$ cat src/qed_mem_pkg.sv
package qed_mem_pkg;

    // **************************************************************************
    // Memory geometry
    // **************************************************************************

    // Word address into the 2048-entry array
    localparam int ADDR_W = 11;

    // Full word width as seen by the user of the memory
    localparam int WORD_W = 139;

    // Each bank stores one 70-bit slice of the word
    localparam int HALF_W = 70;

    // Number of entries in each bank
    localparam int MEM_DEPTH = 2048;

    // Default depth of the IP reset synchronizer
    localparam int SYNC_STAGES_DEF = 2;

    typedef logic [ADDR_W-1:0] addr_t;
    typedef logic [WORD_W-1:0] word_t;

    // The top slice holds 69 data bits and one pad bit in its msb
    typedef logic [HALF_W-1:0] half_t;

    // **************************************************************************
    // Request and response bundles
    // **************************************************************************

    // Plain level strobes with the address and write data, 152 bits in all
    typedef struct packed {
        logic  re;
        logic  we;
        addr_t addr;
        word_t wdata;
    } mem_req_t;

    // Read response with its one-cycle valid, 140 bits in all
    typedef struct packed {
        logic  valid;
        word_t rdata;
    } mem_rsp_t;

endpackage

$ cat src/qed_mem_rd_stage.sv
`timescale 1ns/1ps

module qed_mem_rd_stage import qed_mem_pkg::*; (
     input  logic     clk
    ,input  logic     rst

    // Read accepted into the banks this cycle
    ,input  logic     rd_issue

    // Read data straight out of the banks
    ,input  word_t    raw_rdata

    ,output mem_rsp_t rsp
);

    // Read strobe delayed by the bank latency
    logic  rd_pend;

    logic  valid_q;
    word_t rdata_q;

    // **************************************************************************
    // Read tracking
    // **************************************************************************

    // A read reaches the banks one cycle after rd_issue and the data
    // shows up one cycle after that, so rd_pend marks good raw_rdata
    always_ff @(posedge clk) begin
        if (rst) begin
            rd_pend <= 1'b0;
            valid_q <= 1'b0;
        end else begin
            rd_pend <= rd_issue;
            valid_q <= rd_pend;
        end
    end

    // Capture only real read data, the word stays put between responses
    always_ff @(posedge clk) begin
        if (rd_pend) begin
            rdata_q <= raw_rdata;
        end
    end

    assign rsp = {valid_q, rdata_q};

endmodule

$ cat config.mk
export PLATFORM = sky130hd
export DESIGN_NAME = qed_mem_rd_stage
export DESIGN_NICKNAME = d
export VERILOG_FILES = /design/src/qed_mem_pkg.sv /design/src/qed_mem_rd_stage.sv
export SDC_FILE = /design/constraint.sdc
export NUM_CORES = 1
export LEC_CHECK = 0
export ABC_AREA = 1
export BUFFER_PORTS_ARGS = -buffer_cell sky130_fd_sc_hd__buf_2
export CAP_MARGIN = 20
export CORE_UTILIZATION = 35
export DETAILED_ROUTE_END_ITERATION = 10
export GPL_TIMING_DRIVEN = 0
export PLACE_DENSITY = 0.66
export SYNTH_ARGS = -nofsm -noshare
export SYNTH_HDL_FRONTEND = slang
export SYNTH_SLANG_ARGS = --single-unit
$ cat constraint.sdc
create_clock -name clk -period 5.3 [get_ports clk]
set_input_delay 0.53 -clock clk [delete_from_list [all_inputs] [get_ports clk]]
set_output_delay 0.53 -clock clk [all_outputs]
set_load 0.02 [all_outputs]
Yosys cells after proc, flatten, opt, wreduce, memory -nomap -nowiden:

Index checks and enable logic that the tools add are counted.

* register bits after elaboration: 141
* output and inout bits: 140
* word-level logic and storage cells: 3

Longest topological paths before layout:

Gate-level depths: netlist (run 1).

* depth after elaboration: 0
* gate-level depth with buffers: 2
* gate-level depth less buffers: 2

Least setup slack after synthesis (run 1):

OpenSTA, ideal clock, no wires.

* path type: reg-to-reg
* start: register rd_pend
* end: register rdata_q[0] (enable)
* arrival: 3.332 ns
* slack: 1.457 ns
* stages on the path, launching flop included: 1
* path buffers: 0
* period minus slack after synthesis: 3.843 ns
* path through: dfxtp_1

RTL lines
* start, declared: line qed_mem_rd_stage.sv:17 `logic rd_pend;`
* start signal, assigned: line qed_mem_rd_stage.sv:33 `rd_pend <= rd_issue;`
* end signal, assigned: line qed_mem_rd_stage.sv:41 `rdata_q <= raw_rdata;`
* end, declared: line qed_mem_rd_stage.sv:20 `word_t rdata_q;`

No word-level cell between the ends.

Final worst setup path (run 1):

* start: register rdata_q[16]
* end: output port rsp[16] in the netlist's numbering

RTL lines
* end, declared: line qed_mem_rd_stage.sv:13 `,output mem_rsp_t rsp`

No word-level cell between the ends.

==> metrics.md, run 1 <==
| Metric | Value |
|---|---|
| Worst-Skew Late Latency | 0.40 ns |
| CP max FO | 1 |
| Post-synth ARST share | 0 |
| Slowest CP cell | edfxtp_1 |
| Max Cap Viol | 0 |
| Worst Hold Class | in -> reg |
| Layout cells sized above 1 | 0.671 |
| CTS tree | done |
| Hold_buf cts | 0 |
| WP data required | 4.77 ns |
| Total GRT Usage | 0.149 |
| Total Die Area | 12500 um^2 |
| Violated checks | DRC |
| Drt wl/cell | 15.3 um |
| Arr. time, crit path | 0.97 ns |
| P per Cell Area | 396 nW/um^2 |
| FMAX | 668 MHz |
| Slew Limit Fails | 0 |
| Final setup viols | 0 |
| Crit-path leading delay family | flip-flops |
| DR pass1 iterations | 7 |
| Via Count | 2566 |
| Seq/Total Area, Yosys | 0.995 |
| Finished Core Util | 0.553 |
| Antenna fix cells | 0 |
| Seq pwr share | 0.510 |
| Finished Layout Cells | 602 |
| Die W | 112 um |
| Main flop type after synthesis | edfxtp_1 |
| Clock Sinks | 141 |
| Switching power | 515 uW |
| Row count | 39 |
| Top-count cell post-synth | edfxtp_1 |
| Initial antenna violation count | 0 |
| CTS buffer count | 17 |
| Synthesized area | 4240 um^2 |
| Resize count post-CTS | 0 |
| Crit. End Element | output port |
| Critical Path, Cell by Cell | buf_2 |
| VDD IR max | 0.371 mV |
| Vias per inst | 4.26 |
| Final Hold Viols | 0 |
| Slew margin rel. | 0.736 |
| Largest net degree at the start of global routing | 63 |
| RSZ-0062 raised after global routing | no |
| HPWL Detailed | 6860 um |
| Switching Share | 0.202 |
| First-pass GRT wire length | 13500 um |
| FILL cells | 977 |
| Area delta synth->final | 51.5% |
| WL final | 9190 um |
| Starting Density | 0.365 |
| Kind of critical path | reg -> out |
| Crit-path max cell delay | 0.38 ns |
| IO buf count | 281 |
| Die H | 112 um |
| Worst clock skew | 0.00351 ns |
| CP startpoint kind | flop |
| Mean Syn Cell Area | 29.0 um^2 |
| Combinational share of power | 0.067 |
| Period minus WS final | 1.50 ns |
| Antenna-violating nets left | 0 |
| IO Count | 282 |
| Cells after Synth | 146 |
| H-tree depth | 4 |
| Clock Tree Root | clkbuf_16 |
| Total congestion overflow | 0 |
| Post-CTS setup buffer count | 0 |
| Part of the cycle the worst path needs | 0.283 |
| Number of global-route vias before repair | 2659 |
| Internal cell power | 2.03 mW |
| CP bufs+invs | 1 |
| Clk pin slew, worst setup/hold paths | 0.05 ns |
| Final-stage net count | 590 |
| Synth Net Count | 288 |
| P_leak | 2.73 nW |
| Placed Cells | 572 |
| Number of flops mapped to enable cells by yosys | 139 |
| Seq cells post-synth | 141 |
| Leading area contributor after synthesis | edfxtp_1 |
| Yosys top cell area share | 0.985 |
| Status | finished with violations |
| Top cells by area, synth | edfxtp_1, dfxtp_1, buf_4 |
| CTS max path bufs | 2 |
| Clk pwr share | 0.423 |
| Setup TNS | 0 ns |
| Slew @ Worst Pin | 0.396 ns |
| Core Box Area | 11600 um^2 |
| Global placement routability congestion | 0.696 |
| Starting DRT DRC Count | 158 |
| Synth unique cells | 5 |
| Synth warn | 0 |
| Top post-synthesis cells by count | edfxtp_1, dfxtp_1, inv_1, nor2_1, buf_4 |
| Drt drc | 19 |
-- metrics by stage --
stage	hold WS (ns)	cell area [um^2]	setup slack, ns	power (mW)
5_1_grt	0.275	6420	3.76	2.62
3_5_place_dp	0.652	5880	3.99	1.49
2_1_floorplan	0.601	4240	1.46	1.40
4_1_cts	0.266	6420	3.78	2.57
3_3_place_gp	0.706	5820	0.445	1.49
6_report	0.292	6420	3.80	2.54
-- cell usage in the layout, fill, tap and decap left out, drive strengths merged --
cell type and count:
buf 284, edfxtp 139, clkbuf 20, clkinv 6, inv 2, nor2 2
bufinv 2, clkinvlp 2, dfxtp 2
-- path summary, 6_finish.rpt --
check                        startpoint                    end  slack, ns  depth (start not counted)
hold / removal                      rst     rd_pend$_SDFF_PP0_       0.29                          2
hold reg to reg      rd_pend$_SDFF_PP0_     valid_q$_SDFF_PP0_       0.66                          2
setup / recovery  rdata_q[16]$_DFFE_PP_                rsp[16]       3.80                          1
setup reg to reg     rd_pend$_SDFF_PP0_  rdata_q[90]$_DFFE_PP_       4.00                          1
-- flip-flops by register name (all words and copies together) (netlist names) --
| register | flops |
|---|---|
| valid_q | 1 |
| rdata_q | 139 |
| rd_pend | 1 |
-- area by class of cell --
| type | instances | area, um^2 | share of cell area |
|---|---|---|---|
| Buffer | 1 | 7.51 | 0.00117 |
| Clock buffer | 20 | 437 | 0.0680 |
| Clock inverter | 10 | 100 | 0.0156 |
| Inverter | 2 | 7.51 | 0.00117 |
| Multi-Input combinational cell | 2 | 7.51 | 0.00117 |
| Sequential cell | 141 | 4220 | 0.657 |
| Tap cell | 143 | 179 | 0.0279 |
| Timing Repair Buffer | 283 | 1460 | 0.228 |
-- per-layer routing --
metal  global-route usage  share of wire  vias to the layer above
met5                    0              0                        -
met4               0.0862          0.020                        0
met3               0.0680           0.12                       14
met2                0.260           0.52                      167
met1                0.147           0.34                     1192
li1                     -              -                     1193
-- kinds of logic after synthesis --
kind of cell | after synthesis | share of synthesized area
AND/OR/NAND/NOR | 2 | 0.00177
buffers and inverters | 3 | 0.00355
flip-flops | 141 | 0.995
-- power groups by stage --
stage	registers [mW]	logic (mW)	clock network, mW
floorplan	1.39	0.00150	0
global placement	1.34	0.148	0
detailed placement	1.32	0.173	0
CTS	1.30	0.172	1.10
global route	1.30	0.181	1.14
finish	1.30	0.170	1.08
(Power assumes the default switching activity.)
==> inputs of run 2 (changes only) <==
- clock period: 5.3 -> 1.4 ns (I/O delays scaled with it)
==> metrics.md, run 2 <==
| Metric | Value |
|---|---|
| Top post-synthesis cells by count | edfxtp_1, dfxtp_1, inv_1, nor2_1, buf_4 |
| Clock Tree Root | clkbuf_16 |
| Synth unique cells | 5 |
| Placed Cells | 572 |
| IO buf count | 281 |
| Row count | 39 |
| Post-synth ARST share | 0 |
| Placed instance area | 5880 um^2 |
| Seq/Total Area, Yosys | 0.995 |
| Starting Density | 0.365 |
| Synth warn | 0 |
| Post-CTS setup buffer count | 2 |
| Number of flops mapped to enable cells by yosys | 139 |
| Die H | 112 um |
| Cells after Synth | 146 |
| HPWL Detailed | 6840 um |
| Log Error | [ERROR RSZ-0060] Max buffer count reached. |
| IO Count | 282 |
| Seq cells post-synth | 141 |
| Global placement routability congestion | 0.727 |
| Mean Syn Cell Area | 29.0 um^2 |
| Yosys top cell area share | 0.985 |
| Resize count post-CTS | 0 |
| Fail Step | clock tree synthesis |
| H-tree depth | 4 |
| Leading area contributor after synthesis | edfxtp_1 |
| Place WS | -0.266 ns |
| Hold_buf cts | 122 |
| Main flop type after synthesis | edfxtp_1 |
| Synth Net Count | 288 |
| Top cells by area, synth | edfxtp_1, dfxtp_1, buf_4 |
| Synthesized area | 4240 um^2 |
| Die W | 112 um |
| CTS max path bufs | 2 |
| Clock Sinks | 141 |
| Status | stopped before the end |
| Top-count cell post-synth | edfxtp_1 |
| CTS buffer count | 17 |
[run 2: cells by family after synthesis]
family        count (synthesis)  synth area share
flops                       141             0.995
buf+inv                       3           0.00355
simple gates                  2           0.00177
[run 2: per-stage QoR]
step	hold slack, ns	setup TNS (ns)
3_3_place_gp	0.309	-77.25
2_1_floorplan	0.202	-32.04
3_5_place_dp	0.315	-15.25
==> inputs of run 3 (changes only) <==
- CORE_UTILIZATION: 35 -> 20
- PLACE_DENSITY: 0.66 -> unset
- PLACE_DENSITY_LB_ADDON: unset -> 0.15
==> metrics.md, run 3 (synthesis gave the netlist of run 1 again) <==
| Metric | Value |
|---|---|
| Status | completed |
| Max Cap Viol | 0 |
| Number of global-route vias before repair | 3538 |
| P per Cell Area | 1280 nW/um^2 |
| Drt wl/cell | 13.6 um |
| Placed instance area | 6030 um^2 |
| Layout cells sized above 1 | 0.527 |
| Initial antenna violation count | 0 |
| Final-stage net count | 732 |
| Pwr Total | 10.3 mW |
| Row count | 52 |
| Crit. End Element | flop |
| CTS buffer count | 17 |
| Placed Cells | 699 |
| Finished Layout Cells | 874 |
| First-pass GRT wire length | 17800 um |
| CTS tree | done |
| Crit-path leading delay family | flip-flops |
| H-tree depth | 4 |
| Core Box Area | 20500 um^2 |
| Most flop-heavy register | rdata_q |
| CP max FO | 57 |
| FMAX | 781 MHz |
| Vias per inst | 3.59 |
| Starting DRT DRC Count | 80 |
| CP startpoint kind | flop |
| Worst clock skew | 0.00974 ns |
| Antenna-violating nets left | 0 |
| VDD IR max | 0.710 mV |
| CTS max path bufs | 2 |
| HPWL Detailed | 8090 um |
| Total congestion overflow | 0 |
| Max reg flops | 139 |
| Slew Limit Fails | 0 |
| Top Registers | rdata_q: 139 flops, rd_pend: 1 flops, valid_q: 1 flops |
| IO Count | 282 |
| Critical Path, Cell by Cell | buf_16 |
| WP data required | 1.49 ns |
| WL final | 11900 um |
| Die W | 148 um |
| P_leak | 3.35 nW |
| Worst-Skew Late Latency | 0.42 ns |
| Period minus WS final | 1.28 ns |
| CP bufs+invs | 1 |
| Final Hold Viols | 0 |
| IO buf count | 281 |
| Final setup viols | 0 |
| Via Count | 3136 |
| Slew @ Worst Pin | 0.410 ns |
| Starting Density | 0.207 |
| Slew margin rel. | 0.726 |
| Clock Tree Root | clkbuf_16 |
| Most common cell after layout, fill and taps aside | buf_2 |
| Total GRT Usage | 0.111 |
| Die H | 148 um |
| Clk pin slew, worst setup/hold paths | 0.07 ns |
| Area delta synth->final | 90.5% |
| Worst Hold Class | in -> reg |
| Crit-path max cell delay | 0.61 ns |
| Clock Sinks | 141 |
| Most frequent cells in the layout | buf_2, dlygate4sd3_1, edfxtp_1, clkbuf_16, inv_8 |
| FILL cells | 1907 |
| Part of the cycle the worst path needs | 0.915 |
| DR pass1 iterations | 4 |
| Resize count post-CTS | 0 |
| Kind of critical path | reg -> reg |
| Global placement routability congestion | 0.711 |
| Finished layout cell area | 8070 um^2 |
| RSZ-0062 raised after global routing | no |
| Drt drc | 0 |
| Slowest CP cell | dfxtp_4 |
| Total Die Area | 21800 um^2 |
| Largest net degree at the start of global routing | 58 |
| Arr. time, crit path | 1.38 ns |
run 3: path summary, 6_finish.rpt:
| kind | start | to | slack (ns) | cells after the start |
|---|---|---|---|---|
| max reg2reg | rd_pend$_SDFF_PP0_ | rdata_q[27]$_DFFE_PP_ | 0.12 | 1 |
| max | rd_pend$_SDFF_PP0_ | rdata_q[27]$_DFFE_PP_ | 0.12 | 1 |
| min reg2reg | rd_pend$_SDFF_PP0_ | rdata_q[117]$_DFFE_PP_ | 0.69 | 0 |
| min | raw_rdata[129] | rdata_q[129]$_DFFE_PP_ | 0.42 | 2 |
run 3: final cells by class:
cell class | instances | area, um^2 | area share
Tap cell | 270 | 338 | 0.0419
Multi-Input combinational cell | 2 | 7.51 | 0.000930
Antenna cell | 1 | 2.50 | 0.000310
Timing Repair Buffer | 425 | 2890 | 0.358
Buffer | 1 | 7.51 | 0.000930
Inverter | 2 | 7.51 | 0.000930
Clock buffer | 17 | 425 | 0.0527
Sequential cell | 141 | 4220 | 0.523
Clock inverter | 15 | 171 | 0.0212
run 3: metrics by stage:
step / utilization / worst slack, ns / hold slack (ns) / setup TNS [ns]
floorplan: - / -0.230 / 0.202 / -32.04
global placement: 0.292 / -0.650 / 0.314 / -89.94
detailed placement: 0.294 / -0.0762 / 0.310 / -5.42
CTS: 0.394 / 0.116 / 0.395 / 0
global route: 0.394 / 0.0634 / 0.400 / 0
finish: 0.394 / 0.119 / 0.423 / 0
run 3: what timing repair did:
action | 4_1_cts | 5_1_grt
hold endpoints to repair | 141 | 0
hold buffers | 141 | 0
endpoints found under the setup margin | 96 | 0
buffers inserted | 1 | 0
run 3: power by group:
part | switching (mW) | total [mW] | internal [mW]
Sequential | 0.0559 | 4.90 | 4.84
Combinational | 0.453 | 0.973 | 0.519
Clock | 2.04 | 4.44 | 2.40
Total | 2.54 | 10.3 | 7.77
run 3: layer usage:
layer	part of all wire	up-vias	wire length, um	global-route usage
met5	0	-	0	0
met4	0.021	0	248	0.0582
met3	0.093	16	1110	0.0503
met2	0.53	171	6330	0.200
met1	0.35	1466	4200	0.106
li1	-	1483	-	-
