===== src/qed_mem_pkg.sv =====
package qed_mem_pkg;

    // **************************************************************************
    // Memory geometry
    // **************************************************************************

    // Word address into the 2048-entry array
    localparam int ADDR_W = 11;

    // Full word width as seen by the user of the memory
    localparam int WORD_W = 139;

    // Each bank stores one 70-bit slice of the word
    localparam int HALF_W = 70;

    // Number of entries in each bank
    localparam int MEM_DEPTH = 2048;

    // Default depth of the IP reset synchronizer
    localparam int SYNC_STAGES_DEF = 2;

    typedef logic [ADDR_W-1:0] addr_t;
    typedef logic [WORD_W-1:0] word_t;

    // The top slice holds 69 data bits and one pad bit in its msb
    typedef logic [HALF_W-1:0] half_t;

    // **************************************************************************
    // Request and response bundles
    // **************************************************************************

    // Plain level strobes with the address and write data, 152 bits in all
    typedef struct packed {
        logic  re;
        logic  we;
        addr_t addr;
        word_t wdata;
    } mem_req_t;

    // Read response with its one-cycle valid, 140 bits in all
    typedef struct packed {
        logic  valid;
        word_t rdata;
    } mem_rsp_t;

endpackage


===== src/qed_mem_req_stage.sv =====
`timescale 1ns/1ps

module qed_mem_req_stage import qed_mem_pkg::*; (
     input  logic     clk
    ,input  logic     rst

    // Request from the user and readiness of the memory
    ,input  mem_req_t req
    ,input  logic     ready

    ,output mem_req_t mem_req
    ,output logic     rd_issue
    ,output logic     req_drop
);

    // Strobes of the registered request
    logic  re_q;
    logic  we_q;

    // Address and write data of the registered request
    addr_t addr_q;
    word_t wdata_q;

    logic  drop_q;

    // A request is anything with a strobe set
    logic  req_any;

    assign req_any = req.re | req.we;

    // **************************************************************************
    // Strobes and drop flag
    // **************************************************************************

    // Strobes pass only while the memory is ready
    // A request that arrives when it is not ready is lost and flagged for a cycle
    always_ff @(posedge clk) begin
        if (rst) begin
            re_q   <= 1'b0;
            we_q   <= 1'b0;
            drop_q <= 1'b0;
        end else begin
            re_q   <= req.re & ready;
            we_q   <= req.we & ready;
            drop_q <= req_any & ~ready;
        end
    end

    // Payload is only loaded for an accepted request
    always_ff @(posedge clk) begin
        if (ready && req_any) begin
            addr_q  <= req.addr;
            wdata_q <= req.wdata;
        end
    end

    assign mem_req  = {re_q, we_q, addr_q, wdata_q};

    // The output side uses the registered read strobe to track reads in flight
    assign rd_issue = re_q;
    assign req_drop = drop_q;

endmodule


===== config.mk =====
export PLATFORM = sky130hd
export DESIGN_NAME = qed_mem_req_stage
export DESIGN_NICKNAME = d
export VERILOG_FILES = /design/src/qed_mem_pkg.sv /design/src/qed_mem_req_stage.sv
export SDC_FILE = /design/constraint.sdc
export NUM_CORES = 1
export LEC_CHECK = 0
export BUFFER_PORTS_ARGS = -buffer_cell sky130_fd_sc_hd__clkbuf_2
export CAP_MARGIN = 20
export CELL_PAD_IN_SITES_DETAIL_PLACEMENT = 0
export CELL_PAD_IN_SITES_GLOBAL_PLACEMENT = 2
export CORE_UTILIZATION = 24
export CTS_CLUSTER_DIAMETER = 150
export DETAILED_ROUTE_END_ITERATION = 6
export PLACE_DENSITY_LB_ADDON = 0.1
export SYNTH_ARGS = -nofsm -noshare
export SYNTH_HDL_FRONTEND = slang
export SYNTH_SLANG_ARGS = --single-unit

===== constraint.sdc =====
create_clock -name clk -period 8 [get_ports clk]
set_input_delay 0.8 -clock clk [delete_from_list [all_inputs] [get_ports clk]]
set_output_delay 0.8 -clock clk [all_outputs]
set_load 0.02 [all_outputs]

* After elaboration in Yosys (flattened, before gate mapping)
Cells that the tools add are included.
** Word-level totals
- Input port bits :: 155
- Latch bits :: 0
- Logic and storage cells :: 11
- Memories :: 0
- Register bits :: 153
- Bits in writable memories :: 0
- Bits in read-only memories :: 0
** Cells by class
- Divide/modulo/power cells :: 0
- Reductions and logical operators :: 1
- $mul :: 0
- Bitwise logic cells :: 5
- Mux-type cells :: 0
- $add $sub $neg :: 0
- Equality and inequality tests :: 0
- Shift operators :: 0
- Magnitude comparators :: 0
** Operators by type and width (count)
- $and A1 B1 Y1 :: 3
- $logic_and A1 B1 Y1 :: 1
- $not A1 Y1 :: 1
- $or A1 B1 Y1 :: 1

* Longest topological paths before layout
Gate-level depths: netlist of the first run.
- Word-level depth :: 2
- Gate-level depth with buffers :: 2
- Mapped depth without buffers :: 2

* Worst setup path before layout of the first run
Ideal clock, no wire load.
- Path kind :: input -> register
- From :: input req[151] (netlist bit)
- To :: register addr_q[0], enable pin
- Path slack :: -88 ps
- Arrival :: 7411 ps
- Library setup time :: 677 ps
- Required time :: 7323 ps
- Stages on the path :: 2
- Cells stage by stage :: nor2_1 nor2b_1
** Between the ends
- Cells in the longest elaborated chain, start to end :: 2
** RTL lines
- start, declared :: RTL line qed_mem_req_stage.sv:8 : ,input mem_req_t req
- $or A1 B1 Y1 :: RTL line qed_mem_req_stage.sv:29 : assign req_any = req.re | req.we;
- $logic_and A1 B1 Y1 :: RTL line qed_mem_req_stage.sv:51 : if (ready && req_any) begin
- end signal, assigned :: RTL line qed_mem_req_stage.sv:52 : addr_q <= req.addr;
- end, declared :: RTL line qed_mem_req_stage.sv:21 : addr_t addr_q;
No other way between the ends.
A chain may end at the register's enable or synchronous reset.

* Final worst setup path of the first run
- From :: input req[150] (netlist bit)
- To :: register wdata_q[2], enable pin
** Between the ends
- Cells in the longest elaborated chain, start to end :: 2
** RTL lines
- $or A1 B1 Y1 :: RTL line qed_mem_req_stage.sv:29
- $logic_and A1 B1 Y1 :: RTL line qed_mem_req_stage.sv:51
- end signal, assigned :: RTL line qed_mem_req_stage.sv:53 : wdata_q <= req.wdata;
- end, declared :: RTL line qed_mem_req_stage.sv:22 : word_t wdata_q;
No other way between the ends.

==> results of run 1 <==
[power breakdown]
| part | total (mW) | switching (mW) | internal, mW | leakage (nW) |
|---|---|---|---|---|
| sequential | 0.974 | 0.0163 | 0.958 | 1.46 |
| clock | 0.809 | 0.317 | 0.492 | 0.288 |
| combinational | 0.212 | 0.142 | 0.0692 | 1.31 |
[metrics by stage]
stage          power [mW]  hold WS [ns]  worst slack [ns]  utilization (%)  instance area, µm²
2_1_floorplan       1.101        0.8768             2.801                -                4617
3_3_place_gp        1.207        0.9770             4.854            34.40                6456
3_5_place_dp        1.208        0.9786             4.813            34.40                6456
4_1_cts             2.031        0.5302             5.255            37.60                7057
5_1_grt             2.074        0.5274             5.065            37.60                7057
6_report            1.995        0.5621             5.242            37.60                7057
[path summary, 6_finish.rpt]
| check | from | endpoint |
|---|---|---|
| worst max-delay path | req[150] | wdata_q[2] |
| worst min-delay path | req[24] | wdata_q[24] |
[logic make-up (layout without fill, tap and decap cells)]
logic type	Yosys count	after routing	share of synthesized area, %
DFF	153	153	98.92
and+or+nand+nor	5	5	0.7591
buffers and inverters	2	342	0.3253
[layout make-up]
type | count | area (µm²)
Clock inverter | 14 | 171.4
Multi-Input combinational cell | 5 | 42.54
Clock buffer | 18 | 429.2
Sequential cell | 153 | 4564
Fill cell | 1810 | 11710
Timing Repair Buffer | 310 | 1556
Tap cell | 234 | 292.8
[critical path: stages]
cell      delay, ns
clkbuf_2       0.09
nor2_1         0.06
nor2b_4        0.10
buf_4          0.65
buf_4          0.92
[registers in the layout (all words and copies together) (netlist names)]
register  count
req_drop      1
addr_q       11
we_q          1
wdata_q     139
rd_issue      1
[per-layer routing]
metal	GRT usage (%)	part of all wire (%)	vias up
li1	-	-	1301
met1	12.09	35	1342
met2	20.06	51	172
met3	7.133	12	8
met4	4.405	1.1	0
met5	0	0	-
[placed cells by master, fill, tap and decap left out, drive strengths merged]
cell type / netlist / layout
edfxtp: 150 / 150
clkinvlp: 0 / 2
inv: 0 / 2
bufinv: 0 / 3
dfxtp: 3 / 3
nor2b: 1 / 1
clkinv: 0 / 7
buf: 2 / 2
nor2: 1 / 1
clkbuf: 0 / 326
nor3: 1 / 1
and3b: 2 / 2
==> results.py, run 1 <==
metrics = {
    "drt": {
        "wl_per_cell_um": 16.07,
        "via_count": 2823,
        "viasPerCell": 3.846,
        "dr.pass1.iters": 4,
        "antenna_left": 0,
        "drc": 0,
        "drt_wl_total_um": 11790,
        "drt_iter0_drc": 133,
    },
    "status": {
        "outcome": "complete, no violations",
    },
    "cells_and_area": {
        "area_delta_synth_final_pct": 52.93,
        "antenna_cells": 0,
        "finalNonFillerCells": 734,
        "drive_above_1_share_pct": 68.60,
        "num-nets-final": 642,
    },
    "sta": {
        "min_period_ns": 2.758,
        "rsz0062_at_grt": "no",
        "fin_crit_sh_pct": 34.48,
        "finalSetupTns_ns": 0,
        "slew_headroom_pct": 27.78,
        "slew_violations": 0,
        "finalHoldViolCount": 0,
        "max_clock_freq_ghz": 0.3626,
        "setup_viol": 0,
        "worst_pin_slew_ns": 1.083,
    },
    "worst_hold_path": {
        "min_path_type": "primary input to flop",
        "hold_depth": 1,
    },
    "synthesis": {
        "synth_area_leader_cell": "edfxtp_1",
        "seq_area_frac_synth_pct": 98.92,
        "synth_area_per_cell_um2": 28.84,
        "synthTopCellsByArea": "edfxtp_1, dfxtp_1, and3b_2",
        "syn_inst": 160,
        "syn_area_um2": 4614,
        "ys_seq_elements": 153,
        "synth_most_common_cell": "edfxtp_1",
        "synthFlopType": "edfxtp_1",
        "syn_nets": 315,
        "synth_edf_count": 150,
        "synth_warnings": 0,
        "synth_top_cell_area_share_pct": 97.61,
        "ys_types": 7,
        "synth_commonest_cells": "edfxtp_1, dfxtp_1, and3b_2, buf_4",
        "async_flop_share_pct": 0,
    },
    "die": {
        "dieWidth_um": 140.7,
        "die_h_um": 140.7,
        "core.rowCount": 50,
        "core_um2": 18770,
        "start_util_pct": 24.59,
        "dieArea_um2": 19790,
        "io_pins": 309,
    },
    "clocking": {
        "cts_sinks": 153,
        "postCtsSetupBuffers": 0,
        "post_cts_resized": 0,
        "hold_buffers": 0,
        "cts_tree": "built",
        "cts.path.max_buffers": 2,
        "root_buffer": "clkbuf_16",
        "htreeDepth": 4,
        "clk_pin_slew_ns": 0.06,
        "numCtsBuffers": 17,
    },
    "worst_setup_path": {
        "end_kind": "flop",
        "cp-start-kind": "primary input",
        "path_max_fanout": 84,
        "worst-setup-path-type": "primary input to flop",
        "crit_required_ns": 8.02,
        "arrival_ns": 2.78,
    },
    "grt": {
        "grt_pass1_vias": 2842,
        "grt_max_degree": 85,
        "grt_pass1_wl_um": 16830,
        "grt-ovfl-total": 0,
        "antenna_found_initial": 0,
        "grt_use_total_pct": 11.91,
    },
    "power": {
        "p_leak_nw": 3.066,
        "peakVddDrop_v": 0.0001358,
        "cellPowerDensity_nw_per_um2": 282.7,
    },
    "place": {
        "dp_hpwl_um": 8914,
        "place_inst": 702,
        "portBuffers": 308,
        "place.gp.congestion": 0.7177,
    },
    "job": {
        "maxCapViolCount": 0,
    },
}
No activity file was read; power rests on OpenSTA's default activity.
==> inputs of run 2 (changes only) <==
--- a/config.mk
+++ b/config.mk
@@ -9,7 +9,7 @@
 export CAP_MARGIN = 20
 export CELL_PAD_IN_SITES_DETAIL_PLACEMENT = 0
 export CELL_PAD_IN_SITES_GLOBAL_PLACEMENT = 2
-export CORE_UTILIZATION = 24
+export CORE_UTILIZATION = 27
 export CTS_CLUSTER_DIAMETER = 150
 export DETAILED_ROUTE_END_ITERATION = 6
 export PLACE_DENSITY_LB_ADDON = 0.1
==> constraint.sdc (replaced) <==
create_clock -name clk -period 2.8 [get_ports clk]
set_input_delay 0.28 -clock clk [delete_from_list [all_inputs] [get_ports clk]]
set_output_delay 0.28 -clock clk [all_outputs]
set_load 0.02 [all_outputs]
==> run 2 against run 1 <==
Compared with the run above:
- critical path depth down 1
- clock power rose to 2.9 times the previous value
- final cell count down 2.0%
- sequential cell count unchanged
- total power rose to 2.9 times the previous value
- core utilization up 4.7 points
- count of clock-buffer cells in the layout up 4
- worst setup slack worse by 3.7 ns
- via count down 2.5%
- first-iteration DRC count down 11%
- largest power group unchanged
- non-clock buffer count down 1
==> results.py, run 2 (synthesis gave the netlist of run 1 again) <==
metrics = {
    "grt": {
        "grt_use_total_pct": 13.29,
        "antenna_found_initial": 0,
        "grt_pass1_vias": 2955,
        "grt_max_degree": 151,
        "grt_pass1_wl_um": 16700,
        "grt-ovfl-total": 0,
    },
    "cells_and_area": {
        "register_area_um2": 4564,
        "biggestRegsByFlops": "wdata_q (139), addr_q (11)",
        "num-nets-final": 641,
        "area_delta_synth_final_pct": 52.55,
        "final_cell_mix": "clkbuf_2, edfxtp_1, clkbuf_16",
        "antenna_cells": 0,
        "drive_above_1_share_pct": 67.33,
        "final_common_cell": "clkbuf_2",
        "num-fill-cells": 1554,
        "top_register": "wdata_q",
        "fin_area_um2": 7039,
        "finalNonFillerCells": 719,
        "multi_input_area_um2": 45.04,
        "largest_reg_flops": 139,
    },
    "sta": {
        "min_period_ns": 1.290,
        "rsz0062_at_grt": "no",
        "fin_crit_sh_pct": 46.07,
        "fin_hold_ws_ns": 0.03748,
        "max_clock_freq_ghz": 0.7752,
        "slew_headroom_pct": 34.20,
        "setup_viol": 0,
        "worst_pin_slew_ns": 0.9870,
        "setup_slack_ns": 1.510,
        "finalSetupTns_ns": 0,
        "finalHoldViolCount": 0,
        "slew_violations": 0,
    },
    "die": {
        "core.rowCount": 47,
        "dieArea_um2": 17620,
        "io_pins": 309,
        "die_h_um": 132.7,
        "core_um2": 16640,
        "dieWidth_um": 132.7,
        "start_util_pct": 27.73,
    },
    "place": {
        "portBuffers": 308,
        "dp_hpwl_um": 8584,
        "place_ws_ns": 1.187,
        "place_area_um2": 6446,
        "place_inst": 687,
        "place.gp.congestion": 0.7163,
    },
    "clocking": {
        "cts_tree": "built",
        "post_cts_resized": 0,
        "htreeDepth": 4,
        "postCtsSetupBuffers": 0,
        "clk_pin_slew_ns": 0.06,
        "cts_sinks": 153,
        "root_buffer": "clkbuf_16",
        "numCtsBuffers": 17,
        "cts.path.max_buffers": 2,
        "hold_buffers": 0,
    },
    "drt": {
        "dr.pass1.iters": 4,
        "drt_iter0_drc": 119,
        "drc": 0,
        "viasPerCell": 3.829,
        "drt_wl_total_um": 11390,
        "via_count": 2753,
        "antenna_left": 0,
        "wl_per_cell_um": 15.84,
    },
    "worst_setup_path": {
        "worstSetupPathDepth": 4,
        "path_cells": "clkbuf_2, nor2_2, nor2b_4, buf_12",
        "cpPeakStageDelay_ns": 0.44,
        "critPathSlowestCell": "buf_12",
        "endpoint": "wdata_q[98]",
        "path_max_fanout": 150,
        "cp-startpoint": "req[151]",
        "crit_required_ns": 2.83,
        "cp-start-kind": "primary input",
        "end_kind": "flop",
        "path_buf_inv": 2,
        "critPathTopFamily": "buffers and inverters",
        "worst-setup-path-type": "primary input to flop",
        "arrival_ns": 1.32,
    },
    "power": {
        "p_sw_mw": 1.287,
        "cellPowerDensity_nw_per_um2": 810.5,
        "p_leak_nw": 3.063,
        "clkPwrFrac_pct": 40.6,
        "peakVddDrop_v": 0.0003896,
        "seqPwrFrac_pct": 48.8,
        "p_int_mw": 4.419,
        "share_comb_of_total_power_pct": 10.6,
        "switching_share_pct": 22.56,
    },
    "status": {
        "outcome": "complete, no violations",
    },
    "worst_hold_path": {
        "min_path_type": "primary input to flop",
    },
    "job": {
        "maxCapViolCount": 0,
    },
}
[run 2: area by class of cell]
class	count	share of cell area [%]
clock inverters	10	2.115
well taps	220	3.910
repair buffers	309	22.18
flip-flops and latches	153	64.84
clock buffers	22	6.310
multi-input cells	5	0.6399
[run 2: worst min path at each step]
stage,startpoint,end,slack (ns),cells after the start
2_1_floorplan,rst,req_drop,0.36,1
3_3_place_gp,req[61],wdata_q[61],0.46,1
3_5_place_dp,req[16],wdata_q[16],0.46,1
4_1_cts,req[16],wdata_q[16],0.01,1
5_1_grt,req[24],wdata_q[24],0.01,1
6_report,req[16],wdata_q[16],0.04,1
[run 2: layer usage]
metal / part of all wire, % / track usage [%] / wire length, µm / vias to the layer above
met5: 0 / 0 / 0 / -
met4: 1.8 / 6.769 / 210 / 0
met3: 8.6 / 5.709 / 978 / 17
met2: 57 / 24.65 / 6450 / 152
met1: 33 / 12.28 / 3750 / 1286
li1: - / - / - / 1298
[run 2: per-stage QoR]
step           utilization (%)  total power, mW
5_1_grt                  42.30            5.919
6_report                 42.30            5.706
3_3_place_gp             38.73            3.443
4_1_cts                  42.30            5.793
2_1_floorplan                -            3.140
3_5_place_dp             38.73            3.451
[run 2: power groups by stage]
| stage | combinational, mW | sequential, mW | clock [mW] |
|---|---|---|---|
| detailed placement | 0.617 | 2.83 | 0 |
| global placement | 0.616 | 2.83 | 0 |
| global route | 0.640 | 2.81 | 2.47 |
| floorplan | 0.0438 | 3.10 | 0 |
| CTS | 0.618 | 2.79 | 2.39 |
| finish | 0.604 | 2.78 | 2.32 |
